===== src/hw/ooo_pkg.sv =====
// sizes, opcode enum and packed structs shared by the core
`default_nettype none

package ooo_pkg;

   //////////////////////////////
   // sizes
   //////////////////////////////
   localparam int data_width  = 32;
   localparam int num_regs    = 16;
   // power of two, pointers wrap on their own
   localparam int rob_depth   = 8;
   localparam int rs_depth    = 4;
   localparam int mult_stages = 3;

   typedef logic [$clog2(num_regs)-1:0]  reg_idx_t;
   // rob index doubles as rename tag
   typedef logic [$clog2(rob_depth)-1:0] rob_tag_t;

   typedef enum logic [2:0] {
      op_li,
      op_add,
      op_sub,
      op_and,
      op_xor,
      op_mul
   } op_e;

   //////////////////////////////
   // packets
   //////////////////////////////
   typedef struct packed {
      op_e         op;
      reg_idx_t    rd;
      reg_idx_t    rs1;
      reg_idx_t    rs2;
      logic [15:0] imm;
   } inst_t;

   typedef struct packed {
      logic                  ready;
      rob_tag_t              tag;
      logic [data_width-1:0] value;
   } operand_t;

   // no valid bit here
   // alu slot idles with op_mul, mult slot with anything but op_mul
   typedef struct packed {
      op_e                   op;
      rob_tag_t              tag;
      logic [data_width-1:0] opa;
      logic [data_width-1:0] opb;
   } issue_t;

   typedef struct packed {
      logic                  valid;
      rob_tag_t              tag;
      logic [data_width-1:0] value;
   } cdb_t;

   typedef struct packed {
      logic                  valid;
      reg_idx_t              rd;
      logic [data_width-1:0] value;
   } commit_t;

endpackage

`default_nettype wire


===== src/hw/register_map.sv =====
// architectural register file, rename tags and dispatch operand read
`timescale 1ns/1ps
`default_nettype none

module register_map (
   input  wire                    clock,
   input  wire                    reset,
   input  wire                    dispatch_fire,
   input  wire ooo_pkg::inst_t    dispatch_inst,
   input  wire ooo_pkg::rob_tag_t dispatch_tag,
   input  wire ooo_pkg::cdb_t     cdb,
   input  wire ooo_pkg::commit_t  commit,
   output ooo_pkg::operand_t      src1,
   output ooo_pkg::operand_t      src2
);

   logic [ooo_pkg::data_width-1:0] arch_value [ooo_pkg::num_regs];
   // result seen on the bus but not yet retired
   logic [ooo_pkg::data_width-1:0] fwd_value [ooo_pkg::num_regs];
   ooo_pkg::rob_tag_t              pend_tag [ooo_pkg::num_regs];
   logic [ooo_pkg::num_regs-1:0]   pending;
   logic [ooo_pkg::num_regs-1:0]   have_value;
   // tracks the rob head, retirement is in order
   ooo_pkg::rob_tag_t              retire_tag;

   function automatic ooo_pkg::operand_t lookup(input ooo_pkg::reg_idx_t idx);
      ooo_pkg::operand_t opnd;
      opnd.ready = 1'b1;
      opnd.tag   = pend_tag[idx];
      opnd.value = arch_value[idx];
      if (pending[idx]) begin
         opnd.ready = have_value[idx];
         opnd.value = fwd_value[idx];
         // same-cycle bus bypass
         if (cdb.valid && cdb.tag == pend_tag[idx]) begin
            opnd.ready = 1'b1;
            opnd.value = cdb.value;
         end
      end
      return opnd;
   endfunction

   always_comb begin
      src1 = lookup(dispatch_inst.rs1);
      src2 = lookup(dispatch_inst.rs2);
   end

   always_ff @(posedge clock) begin
      if (reset) begin
         pending    <= '0;
         have_value <= '0;
         retire_tag <= '0;
         for (int r = 0; r < ooo_pkg::num_regs; r++) begin
            arch_value[r] <= '0;
         end
      end else begin
         for (int r = 0; r < ooo_pkg::num_regs; r++) begin
            if (cdb.valid && pending[r] && cdb.tag == pend_tag[r]) begin
               have_value[r] <= 1'b1;
               fwd_value[r]  <= cdb.value;
            end
         end
         if (commit.valid) begin
            arch_value[commit.rd] <= commit.value;
            retire_tag            <= retire_tag + 1'b1;
            // a younger writer keeps its tag
            if (pend_tag[commit.rd] == retire_tag) begin
               pending[commit.rd] <= 1'b0;
            end
         end
         // new rename wins over clear and capture
         if (dispatch_fire) begin
            pending[dispatch_inst.rd]    <= 1'b1;
            have_value[dispatch_inst.rd] <= 1'b0;
            pend_tag[dispatch_inst.rd]   <= dispatch_tag;
         end
      end
   end

endmodule

`default_nettype wire


===== src/hw/reorder_buffer.sv =====
// circular reorder buffer: allocate, mark done from the bus, retire in order
`timescale 1ns/1ps
`default_nettype none

module reorder_buffer (
   input  wire                    clock,
   input  wire                    reset,
   input  wire                    dispatch_fire,
   input  wire ooo_pkg::reg_idx_t dispatch_rd,
   input  wire ooo_pkg::cdb_t     cdb,
   output ooo_pkg::rob_tag_t      alloc_tag,
   output logic                   full,
   output ooo_pkg::commit_t       commit
);

   typedef logic [$clog2(ooo_pkg::rob_depth):0] count_t;

   logic [ooo_pkg::rob_depth-1:0]  done;
   ooo_pkg::reg_idx_t              dest [ooo_pkg::rob_depth];
   logic [ooo_pkg::data_width-1:0] result [ooo_pkg::rob_depth];
   ooo_pkg::rob_tag_t              head;
   ooo_pkg::rob_tag_t              tail;
   count_t                         count;
   logic                           retire;

   // head leaves on the edge after its completion
   assign retire    = (count != '0) && done[head];
   assign alloc_tag = tail;
   assign full      = (count == count_t'(ooo_pkg::rob_depth));

   always_comb begin
      commit.valid = retire;
      commit.rd    = dest[head];
      commit.value = result[head];
   end

   //////////////////////////////
   // pointers and done bits
   //////////////////////////////
   always_ff @(posedge clock) begin
      if (reset) begin
         head  <= '0;
         tail  <= '0;
         count <= '0;
         done  <= '0;
      end else begin
         if (cdb.valid) begin
            done[cdb.tag] <= 1'b1;
         end
         if (dispatch_fire) begin
            done[tail] <= 1'b0;
            tail       <= tail + 1'b1;
         end
         if (retire) begin
            head <= head + 1'b1;
         end
         count <= count + count_t'(dispatch_fire) - count_t'(retire);
      end
   end

   // entry payload
   always_ff @(posedge clock) begin
      if (dispatch_fire) begin
         dest[tail] <= dispatch_rd;
      end
      if (cdb.valid) begin
         result[cdb.tag] <= cdb.value;
      end
   end

endmodule

`default_nettype wire


===== src/hw/reservation_station.sv =====
// reservation station: operand wait, bus capture, oldest-first issue select
`timescale 1ns/1ps
`default_nettype none

module reservation_station (
   input  wire                    clock,
   input  wire                    reset,
   input  wire                    dispatch_fire,
   input  wire ooo_pkg::inst_t    dispatch_inst,
   input  wire ooo_pkg::rob_tag_t dispatch_tag,
   input  wire ooo_pkg::operand_t src1,
   input  wire ooo_pkg::operand_t src2,
   input  wire ooo_pkg::cdb_t     cdb,
   input  wire                    alu_busy,
   output logic                   full,
   output ooo_pkg::issue_t        alu_issue,
   output ooo_pkg::issue_t        mult_issue
);

   typedef logic [$clog2(ooo_pkg::rs_depth)-1:0] slot_t;

   typedef struct packed {
      logic              busy;
      ooo_pkg::op_e      op;
      ooo_pkg::rob_tag_t tag;
      ooo_pkg::operand_t src1;
      ooo_pkg::operand_t src2;
   } entry_t;

   entry_t                       entries [ooo_pkg::rs_depth];
   entry_t                       fill;
   // older[i][j] set when entry i arrived before entry j
   logic [ooo_pkg::rs_depth-1:0] older [ooo_pkg::rs_depth];
   logic [ooo_pkg::rs_depth-1:0] busy;
   logic [ooo_pkg::rs_depth-1:0] ready;
   logic [ooo_pkg::rs_depth-1:0] alu_cand;
   logic [ooo_pkg::rs_depth-1:0] mult_cand;
   logic [ooo_pkg::rs_depth-1:0] alu_sel;
   logic [ooo_pkg::rs_depth-1:0] mult_sel;
   slot_t                        free_slot;
   slot_t                        alu_slot;
   slot_t                        mult_slot;

   function automatic ooo_pkg::issue_t to_issue(input entry_t e);
      return '{e.op, e.tag, e.src1.value, e.src2.value};
   endfunction

   // new entry, li takes the sign-extended immediate as its only operand
   always_comb begin
      fill.busy = 1'b1;
      fill.op   = dispatch_inst.op;
      fill.tag  = dispatch_tag;
      fill.src1 = src1;
      fill.src2 = src2;
      if (dispatch_inst.op == ooo_pkg::op_li) begin
         fill.src1.ready = 1'b1;
         fill.src1.value = {{(ooo_pkg::data_width-16){dispatch_inst.imm[15]}}, dispatch_inst.imm};
         fill.src2.ready = 1'b1;
      end
   end

   //////////////////////////////
   // issue select
   //////////////////////////////
   always_comb begin
      for (int i = 0; i < ooo_pkg::rs_depth; i++) begin
         busy[i]      = entries[i].busy;
         ready[i]     = entries[i].busy && entries[i].src1.ready && entries[i].src2.ready;
         alu_cand[i]  = ready[i] && entries[i].op != ooo_pkg::op_mul && !alu_busy;
         mult_cand[i] = ready[i] && entries[i].op == ooo_pkg::op_mul;
      end
   end

   // drop any candidate that has an older candidate
   always_comb begin
      alu_sel  = alu_cand;
      mult_sel = mult_cand;
      for (int i = 0; i < ooo_pkg::rs_depth; i++) begin
         for (int j = 0; j < ooo_pkg::rs_depth; j++) begin
            if (alu_cand[j] && older[j][i]) alu_sel[i] = 1'b0;
            if (mult_cand[j] && older[j][i]) mult_sel[i] = 1'b0;
         end
      end
   end

   always_comb begin
      free_slot = '0;
      alu_slot  = '0;
      mult_slot = '0;
      for (int i = ooo_pkg::rs_depth - 1; i >= 0; i--) begin
         if (!busy[i]) free_slot = slot_t'(i);
         if (alu_sel[i]) alu_slot = slot_t'(i);
         if (mult_sel[i]) mult_slot = slot_t'(i);
      end
   end

   assign full = &busy;

   //////////////////////////////
   // entry state
   //////////////////////////////
   always_ff @(posedge clock) begin
      if (reset) begin
         for (int i = 0; i < ooo_pkg::rs_depth; i++) begin
            entries[i].busy <= 1'b0;
            older[i]        <= '0;
         end
         alu_issue.op  <= ooo_pkg::op_mul;
         mult_issue.op <= ooo_pkg::op_li;
      end else begin
         // bus capture for waiting operands
         for (int i = 0; i < ooo_pkg::rs_depth; i++) begin
            if (cdb.valid && !entries[i].src1.ready && entries[i].src1.tag == cdb.tag) begin
               entries[i].src1.ready <= 1'b1;
               entries[i].src1.value <= cdb.value;
            end
            if (cdb.valid && !entries[i].src2.ready && entries[i].src2.tag == cdb.tag) begin
               entries[i].src2.ready <= 1'b1;
               entries[i].src2.value <= cdb.value;
            end
         end
         // one-cycle strobes, idle unless a slot was picked
         alu_issue.op  <= ooo_pkg::op_mul;
         mult_issue.op <= ooo_pkg::op_li;
         if (|alu_sel) begin
            entries[alu_slot].busy <= 1'b0;
            alu_issue              <= to_issue(entries[alu_slot]);
         end
         if (|mult_sel) begin
            entries[mult_slot].busy <= 1'b0;
            mult_issue              <= to_issue(entries[mult_slot]);
         end
         // fill overrides any capture aimed at a free slot
         if (dispatch_fire) begin
            entries[free_slot] <= fill;
            for (int j = 0; j < ooo_pkg::rs_depth; j++) begin
               older[free_slot][j] <= 1'b0;
               older[j][free_slot] <= busy[j];
            end
         end
      end
   end

endmodule

`default_nettype wire


===== src/hw/exec_units.sv =====
// alu with one-entry result hold, and pipelined multiplier
`timescale 1ns/1ps
`default_nettype none

module exec_units (
   input  wire                  clock,
   input  wire                  reset,
   input  wire ooo_pkg::issue_t alu_issue,
   input  wire ooo_pkg::issue_t mult_issue,
   input  wire                  alu_grant,
   output ooo_pkg::cdb_t        alu_result,
   output ooo_pkg::cdb_t        mult_result,
   output logic                 alu_busy
);

   ooo_pkg::cdb_t                    alu_hold;
   ooo_pkg::cdb_t                    mult_pipe [ooo_pkg::mult_stages];
   logic [ooo_pkg::data_width-1:0]   alu_value;
   logic [2*ooo_pkg::data_width-1:0] product;
   logic                             alu_fire;
   logic                             mult_fire;

   assign alu_fire  = (alu_issue.op != ooo_pkg::op_mul);
   assign mult_fire = (mult_issue.op == ooo_pkg::op_mul);

   //////////////////////////////
   // alu
   //////////////////////////////
   always_comb begin
      case (alu_issue.op)
         ooo_pkg::op_add: alu_value = alu_issue.opa + alu_issue.opb;
         ooo_pkg::op_sub: alu_value = alu_issue.opa - alu_issue.opb;
         ooo_pkg::op_and: alu_value = alu_issue.opa & alu_issue.opb;
         ooo_pkg::op_xor: alu_value = alu_issue.opa ^ alu_issue.opb;
         // li passes its immediate through
         default:         alu_value = alu_issue.opa;
      endcase
   end

   // stall the station while the hold is stuck, or while the result now
   // in flight will meet a multiplier result on the next cycle
   assign alu_busy = (alu_hold.valid && !alu_grant) ||
                     (alu_fire && mult_pipe[ooo_pkg::mult_stages-2].valid);

   // multiply formed in the first stage, later stages only retime it
   assign product = mult_issue.opa * mult_issue.opb;

   always_ff @(posedge clock) begin
      if (reset) begin
         alu_hold.valid <= 1'b0;
         for (int s = 0; s < ooo_pkg::mult_stages; s++) begin
            mult_pipe[s].valid <= 1'b0;
         end
      end else begin
         if (alu_fire) begin
            alu_hold <= '{1'b1, alu_issue.tag, alu_value};
         end else if (alu_grant) begin
            alu_hold.valid <= 1'b0;
         end
         mult_pipe[0] <= '{mult_fire, mult_issue.tag, product[ooo_pkg::data_width-1:0]};
         for (int s = 1; s < ooo_pkg::mult_stages; s++) begin
            mult_pipe[s] <= mult_pipe[s-1];
         end
      end
   end

   assign alu_result  = alu_hold;
   assign mult_result = mult_pipe[ooo_pkg::mult_stages-1];

endmodule

`default_nettype wire


===== src/hw/cdb_arbiter.sv =====
// fixed-priority common data bus arbiter
`timescale 1ns/1ps
`default_nettype none

module cdb_arbiter (
   input  wire ooo_pkg::cdb_t alu_result,
   input  wire ooo_pkg::cdb_t mult_result,
   output ooo_pkg::cdb_t      cdb,
   output logic               alu_grant
);

   // multiplier first, its pipe has no stall
   // an idle alu hold leaves the bus invalid
   always_comb begin
      if (mult_result.valid) begin
         cdb       = mult_result;
         alu_grant = 1'b0;
      end else begin
         cdb       = alu_result;
         alu_grant = alu_result.valid;
      end
   end

endmodule

`default_nettype wire


===== src/hw/ooo_core.sv =====
// core top: map, rob, station, execution units and bus arbiter
`timescale 1ns/1ps
`default_nettype none

module ooo_core (
   input  wire                 clock,
   input  wire                 reset,
   input  wire                 dispatch_valid,
   input  wire ooo_pkg::inst_t dispatch_inst,
   output logic                dispatch_ready,
   output ooo_pkg::commit_t    commit
);

   ooo_pkg::operand_t src1;
   ooo_pkg::operand_t src2;
   ooo_pkg::rob_tag_t alloc_tag;
   ooo_pkg::issue_t   alu_issue;
   ooo_pkg::issue_t   mult_issue;
   ooo_pkg::cdb_t     alu_result;
   ooo_pkg::cdb_t     mult_result;
   ooo_pkg::cdb_t     cdb;
   logic              rob_full;
   logic              rs_full;
   logic              dispatch_fire;
   logic              alu_busy;
   logic              alu_grant;

   //////////////////////////////
   // dispatch
   //////////////////////////////
   assign dispatch_ready = !rob_full && !rs_full;
   assign dispatch_fire  = dispatch_valid && dispatch_ready;

   register_map i_register_map (
      .clock         (clock),
      .reset         (reset),
      .dispatch_fire (dispatch_fire),
      .dispatch_inst (dispatch_inst),
      .dispatch_tag  (alloc_tag),
      .cdb           (cdb),
      .commit        (commit),
      .src1          (src1),
      .src2          (src2)
   );

   reorder_buffer i_reorder_buffer (
      .clock         (clock),
      .reset         (reset),
      .dispatch_fire (dispatch_fire),
      .dispatch_rd   (dispatch_inst.rd),
      .cdb           (cdb),
      .alloc_tag     (alloc_tag),
      .full          (rob_full),
      .commit        (commit)
   );

   reservation_station i_reservation_station (
      .clock         (clock),
      .reset         (reset),
      .dispatch_fire (dispatch_fire),
      .dispatch_inst (dispatch_inst),
      .dispatch_tag  (alloc_tag),
      .src1          (src1),
      .src2          (src2),
      .cdb           (cdb),
      .alu_busy      (alu_busy),
      .full          (rs_full),
      .alu_issue     (alu_issue),
      .mult_issue    (mult_issue)
   );

   //////////////////////////////
   // execute and broadcast
   //////////////////////////////
   exec_units i_exec_units (
      .clock       (clock),
      .reset       (reset),
      .alu_issue   (alu_issue),
      .mult_issue  (mult_issue),
      .alu_grant   (alu_grant),
      .alu_result  (alu_result),
      .mult_result (mult_result),
      .alu_busy    (alu_busy)
   );

   cdb_arbiter i_cdb_arbiter (
      .alu_result  (alu_result),
      .mult_result (mult_result),
      .cdb         (cdb),
      .alu_grant   (alu_grant)
   );

endmodule

`default_nettype wire


===== config.mk =====
export PLATFORM = sky130hd
export DESIGN_NAME = ooo_core
export DESIGN_NICKNAME = d
export VERILOG_FILES = /design/src/hw/ooo_pkg.sv /design/src/hw/register_map.sv /design/src/hw/reorder_buffer.sv /design/src/hw/reservation_station.sv /design/src/hw/exec_units.sv /design/src/hw/cdb_arbiter.sv /design/src/hw/ooo_core.sv
export SDC_FILE = /design/constraint.sdc
export NUM_CORES = 2
export LEC_CHECK = 0
export ABC_AREA = 1
export BUFFER_PORTS_ARGS = -buffer_cell sky130_fd_sc_hd__buf_4
export CORE_MARGIN = 2
export CORE_UTILIZATION = 55
export DETAILED_ROUTE_END_ITERATION = 16
export GPL_ROUTABILITY_DRIVEN = 0
export PLACE_DENSITY = 0.73
export SLEW_MARGIN = 20
export SYNTH_ARGS = -nofsm -noshare
export SYNTH_HDL_FRONTEND = slang
export SYNTH_SLANG_ARGS = --single-unit

===== constraint.sdc =====
create_clock -name clock -period 15 [get_ports clock]
set_input_delay 4.5 -clock clock [delete_from_list [all_inputs] [get_ports clock]]
set_output_delay 4.5 -clock clock [all_outputs]
set_load 0.01 [all_outputs]

==> results.json <==
{
  "hold_violations": 0,
  "worstSetupPathType": "reg2out",
  "grt_remaining_overflow": 0,
  "path_buf_inv": 4,
  "via_count": 101000,
  "antenna_found_initial": 23,
  "timing.rr.start": "i_reservation_station.mult_issue[41]",
  "die_area_um2": 218000,
  "ios": 72,
  "drt_iter0_drc": 15400,
  "grt_pass1_wl_um": 586000,
  "ys_seq_elements": 2032,
  "drt-vias-per-instance": 6.45,
  "slowest_delay_ps": 980,
  "numCtsBuffers": 203,
  "ant_nets": 0,
  "syn_area_per_cell_um2": 9.02,
  "async_flop_share_pct": 0,
  "min_period_over_period_pct": 61.7,
  "post_cts_buffers": 0,
  "syn_nets": 13700,
  "final_nets": 13300,
  "path_max_fanout": 70,
  "antennaDiodeCount": 0,
  "cp.arrival_ps": 4750,
  "drcViolationCount": 0,
  "leakagePower_nw": 51.0,
  "hpwl_um": 239000,
  "min-delay-start": "i_reservation_station.mult_issue[68]",
  "ys_seq_area_share_pct": 51.0,
  "slew_violations": 0,
  "synth_edf_count": 1938,
  "skew_ps": 42.6,
  "final_cell_mix": "2,148 x nand2_1, 1,938 x edfxtp_1, 1,892 x nor2_1",
  "clock_sink_count": 2032,
  "vdd_drop_max_v": 0.000263,
  "tightestPinTransition_ps": 1290,
  "hold_buffers": 0,
  "synth_largest_area_cell": "edfxtp_1",
  "maxSlewHeadroom_pct": 14.3,
  "layout_commonest_cell": "nand2_1",
  "setup_viol_count_final": 0,
  "clk_latency_ps": 890,
  "finalPower_mw": 17.4,
  "die_h_um": 467,
  "critPathTopFamily": "simple AND/OR/NAND/NOR gates",
  "path_cells": "buf_4 -> inv_4 -> nand2_1 -> nand3_1 -> nand3_1 -> nand2_1 -> inv_1 -> buf_4",
  "cp_slowest_cell": "nand2_1",
  "maxCapViolCount": 0,
  "synth_warnings": 0,
  "cp.required_ps": 10500,
  "start_util_pct": 55.4,
  "portBuffers": 71,
  "htreeDepth": 4,
  "hold_path_class": "reg2reg",
  "synthTopCellsByArea": "edfxtp_1 49%, o21ai_0 7.1%, fa_1 7.0%",
  "r2r-end": "i_exec_units.mult_pipe[0][26]",
  "grt.total_usage_pct": 35.4,
  "wl_per_cell_um": 25.1,
  "root_buffer": "clkbuf_16",
  "powerDensity_nw_per_um2": 138,
  "core-area_um2": 213000,
  "grt_pass1_vias": 98300,
  "r2r_slack_ps": 7510,
  "rows": 169,
  "grt_max_degree": 205,
  "cp-end-kind": "output port",
  "start_kind": "register",
  "status": "finished, final reports clean",
  "min_to": "i_exec_units.mult_pipe[0][35]",
  "n_fill_cell": 17400,
  "rsz0062_at_grt": "no",
  "post-route-min-period_ps": 9250,
  "die_x_um": 467,
  "totalWireLength_um": 393000,
  "rr_worst_depth": 25,
  "hold_path_depth": 1,
  "fmax_mhz": 108,
  "firstDrtPassIters": 10,
  "netlist_instances": 13100,
  "clockBufferDepth": 3,
  "clk_pin_slew_ps": 60,
  "synth_ff_type": "edfxtp_1",
  "drive_above_1_share_pct": 6.35,
  "ctsResizeCount": 0,
  "cts_tree": "yes",
  "synth_top_area_share_pct": 49.4,
  "tns_ps": 0,
  "synth_area_um2": 118000,
  "area_growth_pct": 7.46,
  "ys_types": 68
}
==> sequential cells by signal, indices dropped and copies added, names as in the netlist, 4 cells and up, named ones only <==
register	flops
i_reorder_buffer.done	8
i_register_map.have_value	16
i_reorder_buffer.result	256
i_reservation_station.mult_issue	70
i_reorder_buffer.dest	32
i_exec_units.mult_pipe	108
i_reorder_buffer.count	4
i_register_map.arch_value	512
i_exec_units.alu_result	36
i_register_map.fwd_value	512
i_register_map.pend_tag	48
i_reservation_station.older	16
i_reservation_station.entries	316
i_reservation_station.alu_issue	70
i_register_map.pending	16
==> power breakdown <==
part / internal, mW / switching (mW) / total [mW]
registers: 6.64 / 0.148 / 6.79
clock network: 2.86 / 2.22 / 5.09
logic: 1.80 / 3.77 / 5.57
total: 11.3 / 6.15 / 17.4
==> Yosys cell counts (all sizes together) (2+ instances only) <==
| cell | n |
|---|---|
| nand2 | 2187 |
| edfxtp | 1938 |
| nor2 | 1923 |
| o21ai | 1814 |
| inv | 1402 |
| a21oi | 616 |
| nand3 | 615 |
| clkbuf | 579 |
| fa | 410 |
| o22ai | 393 |
| buf | 325 |
| ha | 196 |
| o2111ai | 109 |
| dfxtp | 94 |
| xor2 | 65 |
| or2 | 61 |
| nand4 | 48 |
| xnor2 | 37 |
| o221ai | 35 |
| o211ai | 30 |
| nor3 | 26 |
| a32o | 17 |
| nand3b | 17 |
| a2111oi | 11 |
| o22a | 11 |
| a21boi | 10 |
| a31oi | 10 |
| o311ai | 10 |
| o32ai | 9 |
| a21o | 8 |
| clkinv | 7 |
| nor4 | 6 |
| o21a | 5 |
| a211o | 4 |
| o31ai | 4 |
| o41ai | 4 |
| a211oi | 3 |
| a22o | 3 |
| a22oi | 3 |
| and2 | 2 |
| nand2b | 2 |
| o21bai | 2 |
==> cell families (layout without fill, tap and decap cells) <==
kind of cell               after synthesis  in the layout  share of synthesized area (%)
and+or+nand+nor                       4889           4889                           16.7
AOI/OAI and AO/OA                     3112           3112                           14.6
buffers and inverters                 2313           2069                           7.87
DFF                                   2032           2032                           51.0
adders and majority gates              606            606                           9.05
xor gates and xnor gates               102            102                          0.765
other                                    1              1                        0.00318
==> worst max-delay path by stage <==
stage | to | slack, ps | cells past startpoint
after detailed placement | i_reservation_station.entries[2][41] | 5870 | 13
after global routing | commit[32] | 5640 | 8
after global placement | i_reservation_station.entries[2][39] | 5970 | 11
after CTS | commit[32] | 5950 | 8
final | commit[32] | 5750 | 8
after floorplan | i_register_map.arch_value[10][0] | 4720 | 4
==> final cells by class <==
class / count / area, um^2 / area share (%)
Multi-Input combinational cell: 8710 / 48800 / 38.6
Clock buffer: 256 / 5360 / 4.24
Timing Repair Buffer: 279 / 2200 / 1.74
Inverter: 1409 / 5340 / 4.22
Tap cell: 2821 / 3530 / 2.79
Sequential cell: 2032 / 60100 / 47.5
Clock inverter: 125 / 1220 / 0.962
==> through the flow <==
stage / std cells / utilization (%) / area [um^2] / worst slack, ps / hold WS [ps]
floorplan: 13100 / - / 118000 / 4720 / 372
global placement: 15300 / 56.4 / 120000 / 5970 / 377
detailed placement: 15300 / 56.4 / 120000 / 5870 / 381
CTS: 15600 / 59.5 / 126000 / 5950 / 390
global route: 15600 / 59.5 / 127000 / 5640 / 403
finish: 15600 / 59.5 / 127000 / 5750 / 387
==> per-layer routing <==
layer  wire (um)  track usage [%]  vias to the layer above
li1            -                -                    43300
met1      132000             44.0                    47500
met2      175000             55.4                     7999
met3       57500             9.86                     2005
met4       27300             21.1                       10
met5          81                0                        -
(Power assumes the default switching activity.)
